File: src/logic/avg_defines.svh
`ifndef AVG_DEFINES_SVH
`define AVG_DEFINES_SVH

// Sample and average width
`define AVG_WIDTH 8

// Longest legal burst
`define AVG_MAX_SAMPLES 255

// Wide enough to count AVG_MAX_SAMPLES
`define AVG_CNT_WIDTH ($clog2(`AVG_MAX_SAMPLES + 1))

// 255 samples of 255 still fit
`define AVG_SUM_WIDTH 16

// Entries in the sample FIFO, power of two
`define AVG_FIFO_DEPTH 16

`endif

File: src/logic/avg_types_pkg.sv
`include "avg_defines.svh"

package avg_types_pkg;

   // One input sample, also the width of the average
   typedef logic [`AVG_WIDTH-1:0] sample_t;

   // Samples seen in a burst
   typedef logic [`AVG_CNT_WIDTH-1:0] count_t;

   // Running sum of a burst
   typedef logic [`AVG_SUM_WIDTH-1:0] sum_t;

   // FIFO entry, last marks the final sample of a burst
   typedef struct packed {
      sample_t data;
      logic    last;
   } sample_word_t;

endpackage

File: src/logic/avg_ctrl_pkg.sv
package avg_ctrl_pkg;

   typedef enum logic [2:0] {
      IDLE         = 3'd0,
      ACCUMULATING = 3'd1,
      DIVIDING     = 3'd2,
      OFFER        = 3'd3,  // avg_req high
      RELEASE      = 3'd4   // Waiting for ack to drop
   } avg_state_t;

   typedef enum logic [1:0] {
      DIV_IDLE    = 2'd0,
      DIV_ITERATE = 2'd1,
      DIV_DONE    = 2'd2
   } div_state_t;

endpackage

File: src/logic/sample_fifo_if.sv
`timescale 1ns/1ps

interface sample_fifo_if;

   // Write side
   avg_types_pkg::sample_word_t wr_word;
   logic                        push;
   logic                        full;

   // Read side, head entry shown while not empty
   avg_types_pkg::sample_word_t rd_word;
   logic                        pop;
   logic                        empty;

   modport writer (
      output wr_word, push,
      input  full
   );

   modport storage (
      input  wr_word, push, pop,
      output full, rd_word, empty
   );

   modport reader (
      output pop,
      input  rd_word, empty
   );

endinterface

File: src/logic/sample_capture.sv
`timescale 1ns/1ps
`include "avg_defines.svh"

module sample_capture (
   input  logic                   clk,
   input  logic                   rstn,
   input  avg_types_pkg::sample_t in_data,
   input  logic                   in_valid,
   sample_fifo_if.writer          fifo,
   output logic                   overflow
);

   import avg_types_pkg::*;

   sample_t hold_data;  // Sample from the previous cycle
   logic    held;

   // The held sample is the last of its burst when in_valid has dropped,
   // so the tag is decided only now, one cycle after the sample arrived
   assign fifo.push    = held && !fifo.full;
   assign fifo.wr_word = '{data: hold_data, last: !in_valid};

   always_ff @(posedge clk or negedge rstn) begin
      if (!rstn) begin
         held     <= 1'b0;
         overflow <= 1'b0;
      end else begin
         held <= in_valid;
         if (held && fifo.full)
            overflow <= 1'b1;  // Sample lost, sticky
      end
   end

   always_ff @(posedge clk) begin
      if (in_valid)
         hold_data <= in_data;
   end

endmodule

File: src/logic/sample_fifo.sv
`timescale 1ns/1ps
`include "avg_defines.svh"

module sample_fifo (
   input  logic           clk,
   input  logic           rstn,
   sample_fifo_if.storage fifo
);

   import avg_types_pkg::*;

   localparam int DEPTH = `AVG_FIFO_DEPTH;
   localparam int AW    = $clog2(DEPTH);

   sample_word_t mem [DEPTH];

   // Extra MSB is the wrap bit
   logic [AW:0] wr_ptr;
   logic [AW:0] rd_ptr;
   logic        do_push;
   logic        do_pop;

   assign fifo.empty = (wr_ptr == rd_ptr);
   assign fifo.full  = (wr_ptr[AW] != rd_ptr[AW]) &&
                       (wr_ptr[AW-1:0] == rd_ptr[AW-1:0]);

   assign do_push = fifo.push && !fifo.full;
   assign do_pop  = fifo.pop && !fifo.empty;

   // First word fall through
   assign fifo.rd_word = mem[rd_ptr[AW-1:0]];

   always_ff @(posedge clk or negedge rstn) begin
      if (!rstn) begin
         wr_ptr <= '0;
         rd_ptr <= '0;
      end else begin
         if (do_push)
            wr_ptr <= wr_ptr + 1'b1;
         if (do_pop)
            rd_ptr <= rd_ptr + 1'b1;
      end
   end

   always_ff @(posedge clk) begin
      if (do_push)
         mem[wr_ptr[AW-1:0]] <= fifo.wr_word;
   end

endmodule

File: src/logic/serial_divider.sv
`timescale 1ns/1ps
`include "avg_defines.svh"

module serial_divider (
   input  logic                  clk,
   input  logic                  rstn,
   input  logic                  start,
   input  avg_types_pkg::sum_t   dividend,
   input  avg_types_pkg::count_t divisor,
   output avg_types_pkg::sum_t   quotient,
   output logic                  done
);

   import avg_types_pkg::*;
   import avg_ctrl_pkg::*;

   localparam int SW = `AVG_SUM_WIDTH;
   localparam int CW = `AVG_CNT_WIDTH;
   localparam int BW = $clog2(SW);

   div_state_t     state;
   logic [BW-1:0]  bit_cnt;
   sum_t           dvd;      // Dividend bits still to shift in
   count_t         dvs;
   count_t         rem;      // Always below the divisor
   logic [CW:0]    rem_shift;
   logic [CW:0]    diff;
   logic           fits;

   assign rem_shift = {rem, dvd[SW-1]};
   assign fits      = (rem_shift >= {1'b0, dvs});
   assign diff      = rem_shift - {1'b0, dvs};

   assign done = (state == DIV_DONE);

   always_ff @(posedge clk or negedge rstn) begin
      if (!rstn) begin
         state   <= DIV_IDLE;
         bit_cnt <= '0;
      end else begin
         case (state)
            DIV_IDLE: if (start) begin
               state   <= DIV_ITERATE;
               bit_cnt <= '0;
            end
            DIV_ITERATE: begin
               bit_cnt <= bit_cnt + 1'b1;
               if (bit_cnt == BW'(SW - 1))
                  state <= DIV_DONE;
            end
            default: state <= DIV_IDLE;  // DONE lasts one cycle
         endcase
      end
   end

   always_ff @(posedge clk) begin
      if (state == DIV_IDLE && start) begin
         dvd      <= dividend;
         dvs      <= divisor;
         rem      <= '0;
         quotient <= '0;
      end else if (state == DIV_ITERATE) begin
         dvd      <= dvd << 1;
         rem      <= fits ? diff[CW-1:0] : rem_shift[CW-1:0];  // Restore on miss
         quotient <= {quotient[SW-2:0], fits};
      end
   end

endmodule

File: src/logic/burst_averager.sv
`timescale 1ns/1ps
`include "avg_defines.svh"

module burst_averager (
   input  logic                   clk,
   input  logic                   rstn,
   sample_fifo_if.reader          fifo,
   output avg_types_pkg::sample_t avg_data,
   output logic                   avg_req,
   input  logic                   avg_ack
);

   import avg_types_pkg::*;
   import avg_ctrl_pkg::*;

   avg_state_t state;
   sum_t       sum;
   count_t     cnt;
   logic       div_start;
   logic       div_done;
   sum_t       quotient;
   logic       taking;

   // Pop only while collecting a burst
   assign taking   = (state == IDLE) || (state == ACCUMULATING);
   assign fifo.pop = taking && !fifo.empty;
   assign avg_req  = (state == OFFER);

   always_ff @(posedge clk or negedge rstn) begin
      if (!rstn) begin
         state     <= IDLE;
         sum       <= '0;
         cnt       <= '0;
         div_start <= 1'b0;
         avg_data  <= '0;
      end else begin
         div_start <= 1'b0;
         case (state)
            IDLE, ACCUMULATING: begin
               if (fifo.pop) begin
                  sum <= sum + sum_t'(fifo.rd_word.data);
                  cnt <= cnt + 1'b1;
                  if (fifo.rd_word.last) begin
                     state     <= DIVIDING;
                     div_start <= 1'b1;  // Sum and count complete next cycle
                  end else begin
                     state <= ACCUMULATING;
                  end
               end
            end
            DIVIDING: begin
               if (div_done) begin
                  avg_data <= quotient[`AVG_WIDTH-1:0];
                  state    <= OFFER;
               end
            end
            OFFER: begin
               if (avg_ack)
                  state <= RELEASE;
            end
            RELEASE: begin
               if (!avg_ack) begin
                  state <= IDLE;
                  sum   <= '0;
                  cnt   <= '0;
               end
            end
            default: state <= IDLE;
         endcase
      end
   end

   serial_divider i_divider (
      .clk      (clk),
      .rstn     (rstn),
      .start    (div_start),
      .dividend (sum),
      .divisor  (cnt),
      .quotient (quotient),
      .done     (div_done)
   );

endmodule

File: src/logic/avg_top.sv
`timescale 1ns/1ps
`include "avg_defines.svh"

module avg_top (
   input  logic                  clk,
   input  logic                  rstn,
   input  logic [`AVG_WIDTH-1:0] in_data,
   input  logic                  in_valid,
   output logic [`AVG_WIDTH-1:0] avg_data,
   output logic                  avg_req,
   input  logic                  avg_ack,
   output logic                  overflow
);

   // Between capture and averager
   sample_fifo_if fifo_bus ();

   sample_capture i_capture (
      .clk      (clk),
      .rstn     (rstn),
      .in_data  (in_data),
      .in_valid (in_valid),
      .fifo     (fifo_bus.writer),
      .overflow (overflow)
   );

   sample_fifo i_fifo (
      .clk  (clk),
      .rstn (rstn),
      .fifo (fifo_bus.storage)
   );

   // Result side with four-phase handshake
   burst_averager i_averager (
      .clk      (clk),
      .rstn     (rstn),
      .fifo     (fifo_bus.reader),
      .avg_data (avg_data),
      .avg_req  (avg_req),
      .avg_ack  (avg_ack)
   );

endmodule

File: config.mk
export PLATFORM = sky130hd
export DESIGN_NAME = avg_top
export DESIGN_NICKNAME = d
export VERILOG_FILES = /design/src/logic/avg_types_pkg.sv /design/src/logic/avg_ctrl_pkg.sv /design/src/logic/sample_fifo_if.sv /design/src/logic/sample_capture.sv /design/src/logic/sample_fifo.sv /design/src/logic/serial_divider.sv /design/src/logic/burst_averager.sv /design/src/logic/avg_top.sv
export VERILOG_INCLUDE_DIRS = /design/src /design/src/logic
export SDC_FILE = /design/constraint.sdc
export NUM_CORES = 1
export LEC_CHECK = 0
export BUFFER_PORTS_ARGS = -buffer_cell sky130_fd_sc_hd__buf_2
export CORE_MARGIN = 2
export CORE_UTILIZATION = 55
export DETAILED_ROUTE_END_ITERATION = 16
export GPL_ROUTABILITY_DRIVEN = 1
export PLACE_DENSITY = 0.71
export REMOVE_ABC_BUFFERS = 1
export SKIP_CTS_REPAIR_TIMING = 1
export SLEW_MARGIN = 20
export SYNTH_ARGS = -nofsm -noshare
export SYNTH_HDL_FRONTEND = slang
export SYNTH_HIERARCHICAL = 1
export SYNTH_SLANG_ARGS = --single-unit
File: constraint.sdc
create_clock -name clk -period 4.4 [get_ports clk]
set_clock_uncertainty 0.05 [all_clocks]
set_input_delay 0.88 -clock clk [delete_from_list [all_inputs] [get_ports clk]]
set_output_delay 0.88 -clock clk [all_outputs]
set_load 0.005 [all_outputs]
---- After elaboration in Yosys (flattened, before gate mapping) ----
Memory sizes are Yosys's and may differ from the RTL's.
Index checks and enable logic that the tools add are counted.
operators by class
  add/subtract/negate cells ............... 6
  magnitude comparators ................... 1
  equality and inequality tests ........... 16
  mux-type cells .......................... 25
  reduce and logical (&&, ||, !) cells .... 22
operator list
  kind                                                                   count
  16-bit 2-to-1 mux                                                      4
  16-bit one-hot mux with 2 select lines                                 1
  8-bit 2-to-1 mux                                                       3
  16-bit by 8-bit adder with 16-bit output                               1
  8-bit one-hot mux with 2 select lines                                  1
  3-bit 2-to-1 mux                                                       4
  3-bit one-hot mux with 4 select lines                                  1
  5-bit by 1-bit adder with 5-bit output, second input constant          2
  9-bit by 8-bit >= comparator with 1-bit output                         1
  8-bit by 1-bit adder with 8-bit output, second input constant          1
  4-bit one-hot mux with 2 select lines                                  1
  8-bit subtractor                                                       1
  1-bit logical AND                                                      7
  3-bit by 2-bit equality test with 1-bit output, second input constant  2
  2-bit 2-to-1 mux                                                       3
  2-bit by 1-bit != test with 1-bit output, second input constant        3
  2-bit != test, second input constant                                   3
  2-bit AND reduction                                                    3
  2-bit nonzero test                                                     3
  5-bit equality test                                                    1
  1-bit 2-to-1 mux                                                       5
  4-bit by 1-bit adder with 4-bit output, second input constant          1
  4-bit equality test                                                    1
  4-bit equality test, second input constant                             1
  14 further kinds                                                       16
storage, ports and cells
  bits in registers ....................... 102
  bits in writable memories ............... 144
  input bits .............................. 12
  output and inout port bits .............. 10
  word-level logic and storage cells ...... 87
  memories ................................ 1
memory list
  memory      words  bits a word  read ports  clocked after memory_dff  write ports  line               source
  i_fifo.mem  16     9            1           0                         1            sample_fifo.sv:15  sample_word_t mem [DEPTH];

---- Longest topological paths before layout ----
Gate-level depths: netlist of run 1.
  depth in word-level cells ............... 7
  mapped depth ............................ 12
  depth with buffers taken out ............ 10

---- Hierarchy ----
The synthesis of run 1 kept the hierarchy.
by module, submodules not included
  module          times used  cells each  area an instance (um^2)  sequential area each (um^2)
  sample_fifo     1           301         6130.9                   4574.4
  serial_divider  1           280         2565.0                   1351.3
  burst_averager  1           205         2026.9                   900.9
  sample_capture  1           13          307.8                    290.3

---- Least setup slack after synthesis of run 1 ----
No wires, ideal clock.
  path kind ............................... register to register
  start point ............................. reg i_fifo.rd_ptr[1]
  end point ............................... reg i_averager.sum[11]
  arrival ................................. 2.932 ns
  data required time ...................... 4.272 ns
  path slack .............................. 1.340 ns
  cell stages (with the launch flop) ...... 11
  period minus slack after synthesis ...... 3.060 ns
  cell sequence ........................... dfrtp_1 > buf_2 > mux4_2 > a22oi_1 > nand2_1 > ha_1 > a21oi_1 > a21oi_1 > a2111oi_1 > o21ai_0 > a21oi_1
RTL lines
  what                    line                  source
  start, declared         sample_fifo.sv:19     logic [AW:0] rd_ptr;
  start signal, assigned  sample_fifo.sv:41     rd_ptr <= rd_ptr + 1'b1;
  end signal, assigned    burst_averager.sv:41  sum <= sum + sum_t'(fifo.rd_word.data);
  end, declared           burst_averager.sv:17  sum_t sum;

==> results of run 1 <==
## metrics by stage
stage          total power, mW  instances  hold slack (ps)
3_5_place_dp              6.87       1031              393
5_1_grt                   9.77       1078              427
4_1_cts                   9.24       1078              410
3_3_place_gp              6.71       1031              388
2_1_floorplan             5.95        724              382
6_report                  9.21       1078              395
## worst min-delay path by stage
| stage | end | slack, ps | cells past startpoint | startpoint |
|---|---|---|---|---|
| final | i_averager/avg_data[0] | 390 | 1 | rstn |
| after global routing | i_capture/overflow | 430 | 1 | i_capture/overflow |
| after detailed placement | i_capture/overflow | 390 | 1 | i_capture/overflow |
| after global placement | i_capture/overflow | 390 | 1 | i_capture/overflow |
| after CTS | i_averager/i_divider/state[0] | 410 | 1 | rstn |
| after floorplan | i_averager/i_divider/quotient[7] | 380 | 2 | i_averager/i_divider/quotient[7] |
## final cells by class
type,instances,area [um^2]
well taps,265,332
clock buffers,32,694
repair buffers,42,275
fillers,1437,7280
inverters,18,68.8
flip-flops and latches,246,6960
multi-input cells,460,3500
clock inverters,15,234
## worst max-delay path, cell delays in order (launching register included)
cell,delay (ps)
dfrtp_2,370
buf_12,270
mux4_2,550
a22oi_1,330
nand2_1,170
ha_1,260
a21oi_1,210
a21oi_1,130
a2111oi_1,640
o21ai_0,190
a21oi_1,190
## layer usage
layer	wire, um	share of wire, %	track usage, %	up-vias
met5	0	0	0	-
met4	483	2.3	5.52	0
met3	1270	5.9	4.13	34
met2	10500	49	35.2	204
met1	9200	43	30.2	3200
li1	-	-	-	2919
## report_power, final
| part | internal (mW) | switching, mW | leakage, nW | total [mW] |
|---|---|---|---|---|
| registers | 3.09 | 0.407 | 2.42 | 3.50 |
| clock network | 1.47 | 0.864 | 0.450 | 2.34 |
| logic | 1.41 | 1.96 | 1.69 | 3.37 |
## state kept, by name, summed over array words and instances (netlist names), 8 cells and up
name / flops
i_fifo/mem: 144
i_averager/avg_data: 8
i_averager/cnt: 8
i_averager/sum: 16
i_averager/i_divider/dvd: 16
i_capture/hold_data: 8
i_averager/i_divider/quotient: 8
i_averager/i_divider/dvs: 8
i_averager/i_divider/rem: 8
==> impl_metrics.ini, run 1 <==
[worst_setup_path]
required_ps = 4790
endpoint = i_averager/sum[11]
r2r-start = i_fifo/rd_ptr[1]
crit_fanout = 40
worstReg2RegEnd = i_averager/sum[11]
path_class = reg2reg
r2r_cells = 10
cp-startpoint = i_fifo/rd_ptr[1]
worstPathArrival_ps = 3900
rrSetupSlack_ps = 890
endpoint_kind = flip-flop
crit_path_start_kind = flip-flop

[clocking]
cts_tree = done
h-tree-depth = 1
clk_latency_ps = 520
cts_buffer_depth = 3
cts_sinks = 246
cts-buffers-inserted = 26
cts_root_buf = clkbuf_16
clkTransAtPathRegs_ps = 60

[layout]
n_antenna_cell = 0
final_cell_mix = edfxtp_1, nand2_1, dfrtp_1
fin_nets = 831
final_common_cell = edfxtp_1
layout-drive-gt1-share_pct = 17.8
post-route-cell-area_um2 = 12100
area_growth_pct = 12.0
postLayoutCoreUtil_pct = 62.4

[placed_design]
dp_slack_ps = 934
dp_hpwl_um = 13900
dpl_cell_area_um2 = 11100
place_congestion = 0.797
port_buffers = 21

[global_routing]
gr-total-overflow = 0
grt_pass1_vias = 6407
grt_pass1_wl_um = 34100
grt_antenna_before_repair = 0
globalRouteTotalUtil_pct = 21.6
grt_max_degree = 41

[sta]
fin_crit_sh_pct = 79.7
fin_ws_ps = 892
setup_viol = 0
grt_setup_unrepaired = no
slew_headroom_pct = 39.9
timing.final.hold_violations = 0
fmax_mhz = 285
drv_slew = 0
period_needed_ps = 3510
setup_tns_ps = 0
worst_slew_pin_slew_ps = 899

[route]
drc = 0
drt_iter0_drc = 498
first_pass_iters = 7
routed_wl_um = 21400
ant_nets = 0
wl_per_cell_um = 19.9
viasPerCell = 5.90
via_count = 6357

[floorplan]
die_y_um = 144
initial_utilization_pct = 55.7
core-area_um2 = 19300
dieArea_um2 = 20700
die_w_um = 144
num_io_pins = 22
rows = 51

[worst_hold_path]
hold_path.class = in2async

[synth]
syn_inst = 767
synth_area_um2 = 10800
ys_warn_count = 6
syn_area_per_cell_um2 = 14.0

[outcome]
status = finished, final reports clean

[pwr]
powerDensity_nw_per_um2 = 764
leakage_nw = 4.57
ir_worst_vdd_uv = 410

[flow_run]
cap_violations = 0
(Power assumes the default switching activity.)
==> run 2: changes to the inputs <==
--- a/config.mk
+++ b/config.mk
@@ -6,12 +6,13 @@
 export SDC_FILE = /design/constraint.sdc
 export NUM_CORES = 1
 export LEC_CHECK = 0
+export ABC_AREA = 1
 export BUFFER_PORTS_ARGS = -buffer_cell sky130_fd_sc_hd__buf_2
 export CORE_MARGIN = 2
 export CORE_UTILIZATION = 55
 export DETAILED_ROUTE_END_ITERATION = 16
 export GPL_ROUTABILITY_DRIVEN = 1
-export PLACE_DENSITY = 0.71
+export PLACE_DENSITY = 0.74
 export REMOVE_ABC_BUFFERS = 1
 export SKIP_CTS_REPAIR_TIMING = 1
 export SLEW_MARGIN = 20
==> constraint.sdc (replaced) <==
create_clock -name clk -period 3.2 [get_ports clk]
set_clock_uncertainty 0.05 [all_clocks]
set_input_delay 0.64 -clock clk [delete_from_list [all_inputs] [get_ports clk]]
set_output_delay 0.64 -clock clk [all_outputs]
set_load 0.005 [all_outputs]
==> impl_metrics.ini, run 2 <==
[outcome]
status = finished, final reports clean

[floorplan]
core-area_um2 = 20200
num_io_pins = 22
die_w_um = 147
rows = 52
dieArea_um2 = 21700
die_y_um = 147
initial_utilization_pct = 56.0

[clocking]
cts_root_buf = clkbuf_16
cts_buffer_depth = 3
cts-buffers-inserted = 25
cts_tree = done
h-tree-depth = 1
cts_sinks = 246
clk_latency_ps = 530
clkTransAtPathRegs_ps = 60

[synth]
syn_area_per_cell_um2 = 9.67
syn_inst = 1168
synth_area_um2 = 11300
ys_warn_count = 6

[pwr]
p_int_mw = 7.80
p_seq_share_pct = 36.2
clock_power_share_pct = 22.5
powerDensity_nw_per_um2 = 1030
combPwrFrac_pct = 41.4
p_switching_mw = 5.23
ir_worst_vdd_uv = 553
switching_share_pct = 40.1
leakage_nw = 5.48

[worst_setup_path]
rrSetupSlack_ps = 340
r2r_cells = 14
path_cells = inv_2 > buf_12 > o21ai_0 > nand3_1 > nand3_1 > nand2_1 > ha_1 > fa_1 > nand3_1 > nand3_1 > nand2_1 > nand2_1 > a21oi_1 > nor2_1
crit_slowest_cell = fa_1
cp-startpoint = i_fifo/rd_ptr[0]
worstPathArrival_ps = 3220
crit_path_start_kind = flip-flop
endpoint_kind = flip-flop
endpoint = i_averager/sum[12]
critPathMostFrequentCell = nand3_1
path_class = reg2reg
r2r-start = i_fifo/rd_ptr[0]
worst_path_largest_cell_delay_ps = 430
crit_fanout = 44
required_ps = 3550
worstReg2RegEnd = i_averager/sum[12]

[route]
drt_iter0_drc = 559
wl_met2_um = 11500
wl_met3_um = 1310
viasPerCell = 5.43
routed.top_layer = met4
ant_nets = 0
wl_per_cell_um = 16.0
drc = 0
met1_length_um = 10400
via_count = 8093
first_pass_iters = 5
routed_wl_um = 23900

[flow_run]
cap_violations = 0

[layout]
final_cells = 1491
layout-drive-gt1-share_pct = 11.3
final_cell_mix = nand2_1, edfxtp_1, nor2_1
fin_nets = 1240
area_growth_pct = 11.5
postLayoutCoreUtil_pct = 62.4
final_common_cell = nand2_1
largest_reg_flops = 144
n_antenna_cell = 0

[placed_design]
port_buffers = 21
dp_hpwl_um = 15500
place_congestion = 0.866
place_inst = 1446

[global_routing]
grt_antenna_before_repair = 0
grt_max_degree = 55
globalRouteTotalUtil_pct = 22.6
gr-total-overflow = 0
grt_pass1_wl_um = 39300
grt_pass1_vias = 7848

[worst_hold_path]
hold_path.class = in2async

[sta]
slew_headroom_pct = 48.7
period_needed_ps = 2860
timing.final.hold_violations = 0
grt_setup_unrepaired = no
worst_slew_pin_slew_ps = 770
setup_viol = 0
fmax_mhz = 350
drv_slew = 0
fin_crit_sh_pct = 89.4
run 2: cell count changes in the layout (fill, tap and decap cells not counted), sizes merged, moves of 9 or more:
cell	before	now
a22oi	18	0
mux4	36	0
nand3	23	79
and3	9	0
nand2	109	351
xnor2	17	4
o21ai	35	89
nor2b	10	0
nor2	36	175
inv	18	101
mux2i	9	0
run 2: worst min-delay path by stage:
stage	startpoint	to
floorplan	rstn	i_averager/avg_data[0]
finish	rstn	i_averager/avg_data[0]
CTS	in_data[0]	i_capture/hold_data[0]
global placement	i_averager/cnt[6]	i_averager/i_divider/dvs[6]
detailed placement	i_averager/cnt[6]	i_averager/i_divider/dvs[6]
global route	in_data[1]	i_capture/hold_data[1]
run 2: worst max-delay path: cells and delay by family (launching register included):
kind / cells / cell delay, ps
compound gates: 2 / 420
fa+ha+maj: 2 / 660
simple gates: 8 / 790
flops: 1 / 400
buf+inv: 2 / 400
run 2: power groups by stage:
stage | Sequential, mW | Clock, mW | Combinational, mW
detailed placement | 4.76 | 0 | 5.32
finish | 4.71 | 2.93 | 5.39
floorplan | 4.75 | 0 | 3.79
global placement | 4.75 | 0 | 5.20
global route | 4.79 | 3.11 | 6.09
CTS | 4.71 | 2.99 | 5.37
run 2: routing by layer:
metal / vias to the layer above / GRT usage (%)
li1: 3923 / -
met1: 3848 / 30.5
met2: 268 / 38.5
met3: 54 / 2.76
met4: 0 / 7.45
met5: - / 0
run 2: area by class of cell:
| type | instances | area, um^2 |
|---|---|---|
| clock buffers | 30 | 676 |
| multi-input cells | 784 | 3750 |
| clock inverters | 15 | 163 |
| flip-flops and latches | 246 | 6960 |
| well taps | 270 | 338 |
| inverters | 100 | 375 |
| repair buffers | 46 | 330 |
| fillers | 1664 | 7580 |
run 2: through the flow:
step                setup WS [ps]  hold WS (ps)  instance area (um^2)  TNS (ps)  total power [mW]
global placement              488           383                 11800         0              9.95
detailed placement            396           404                 11800         0              10.1
floorplan                    -792           294                 11100    -53260              8.54
finish                        339           231                 12600         0              13.0
global route                  116           219                 12600         0              14.0
CTS                           340           214                 12600         0              13.1
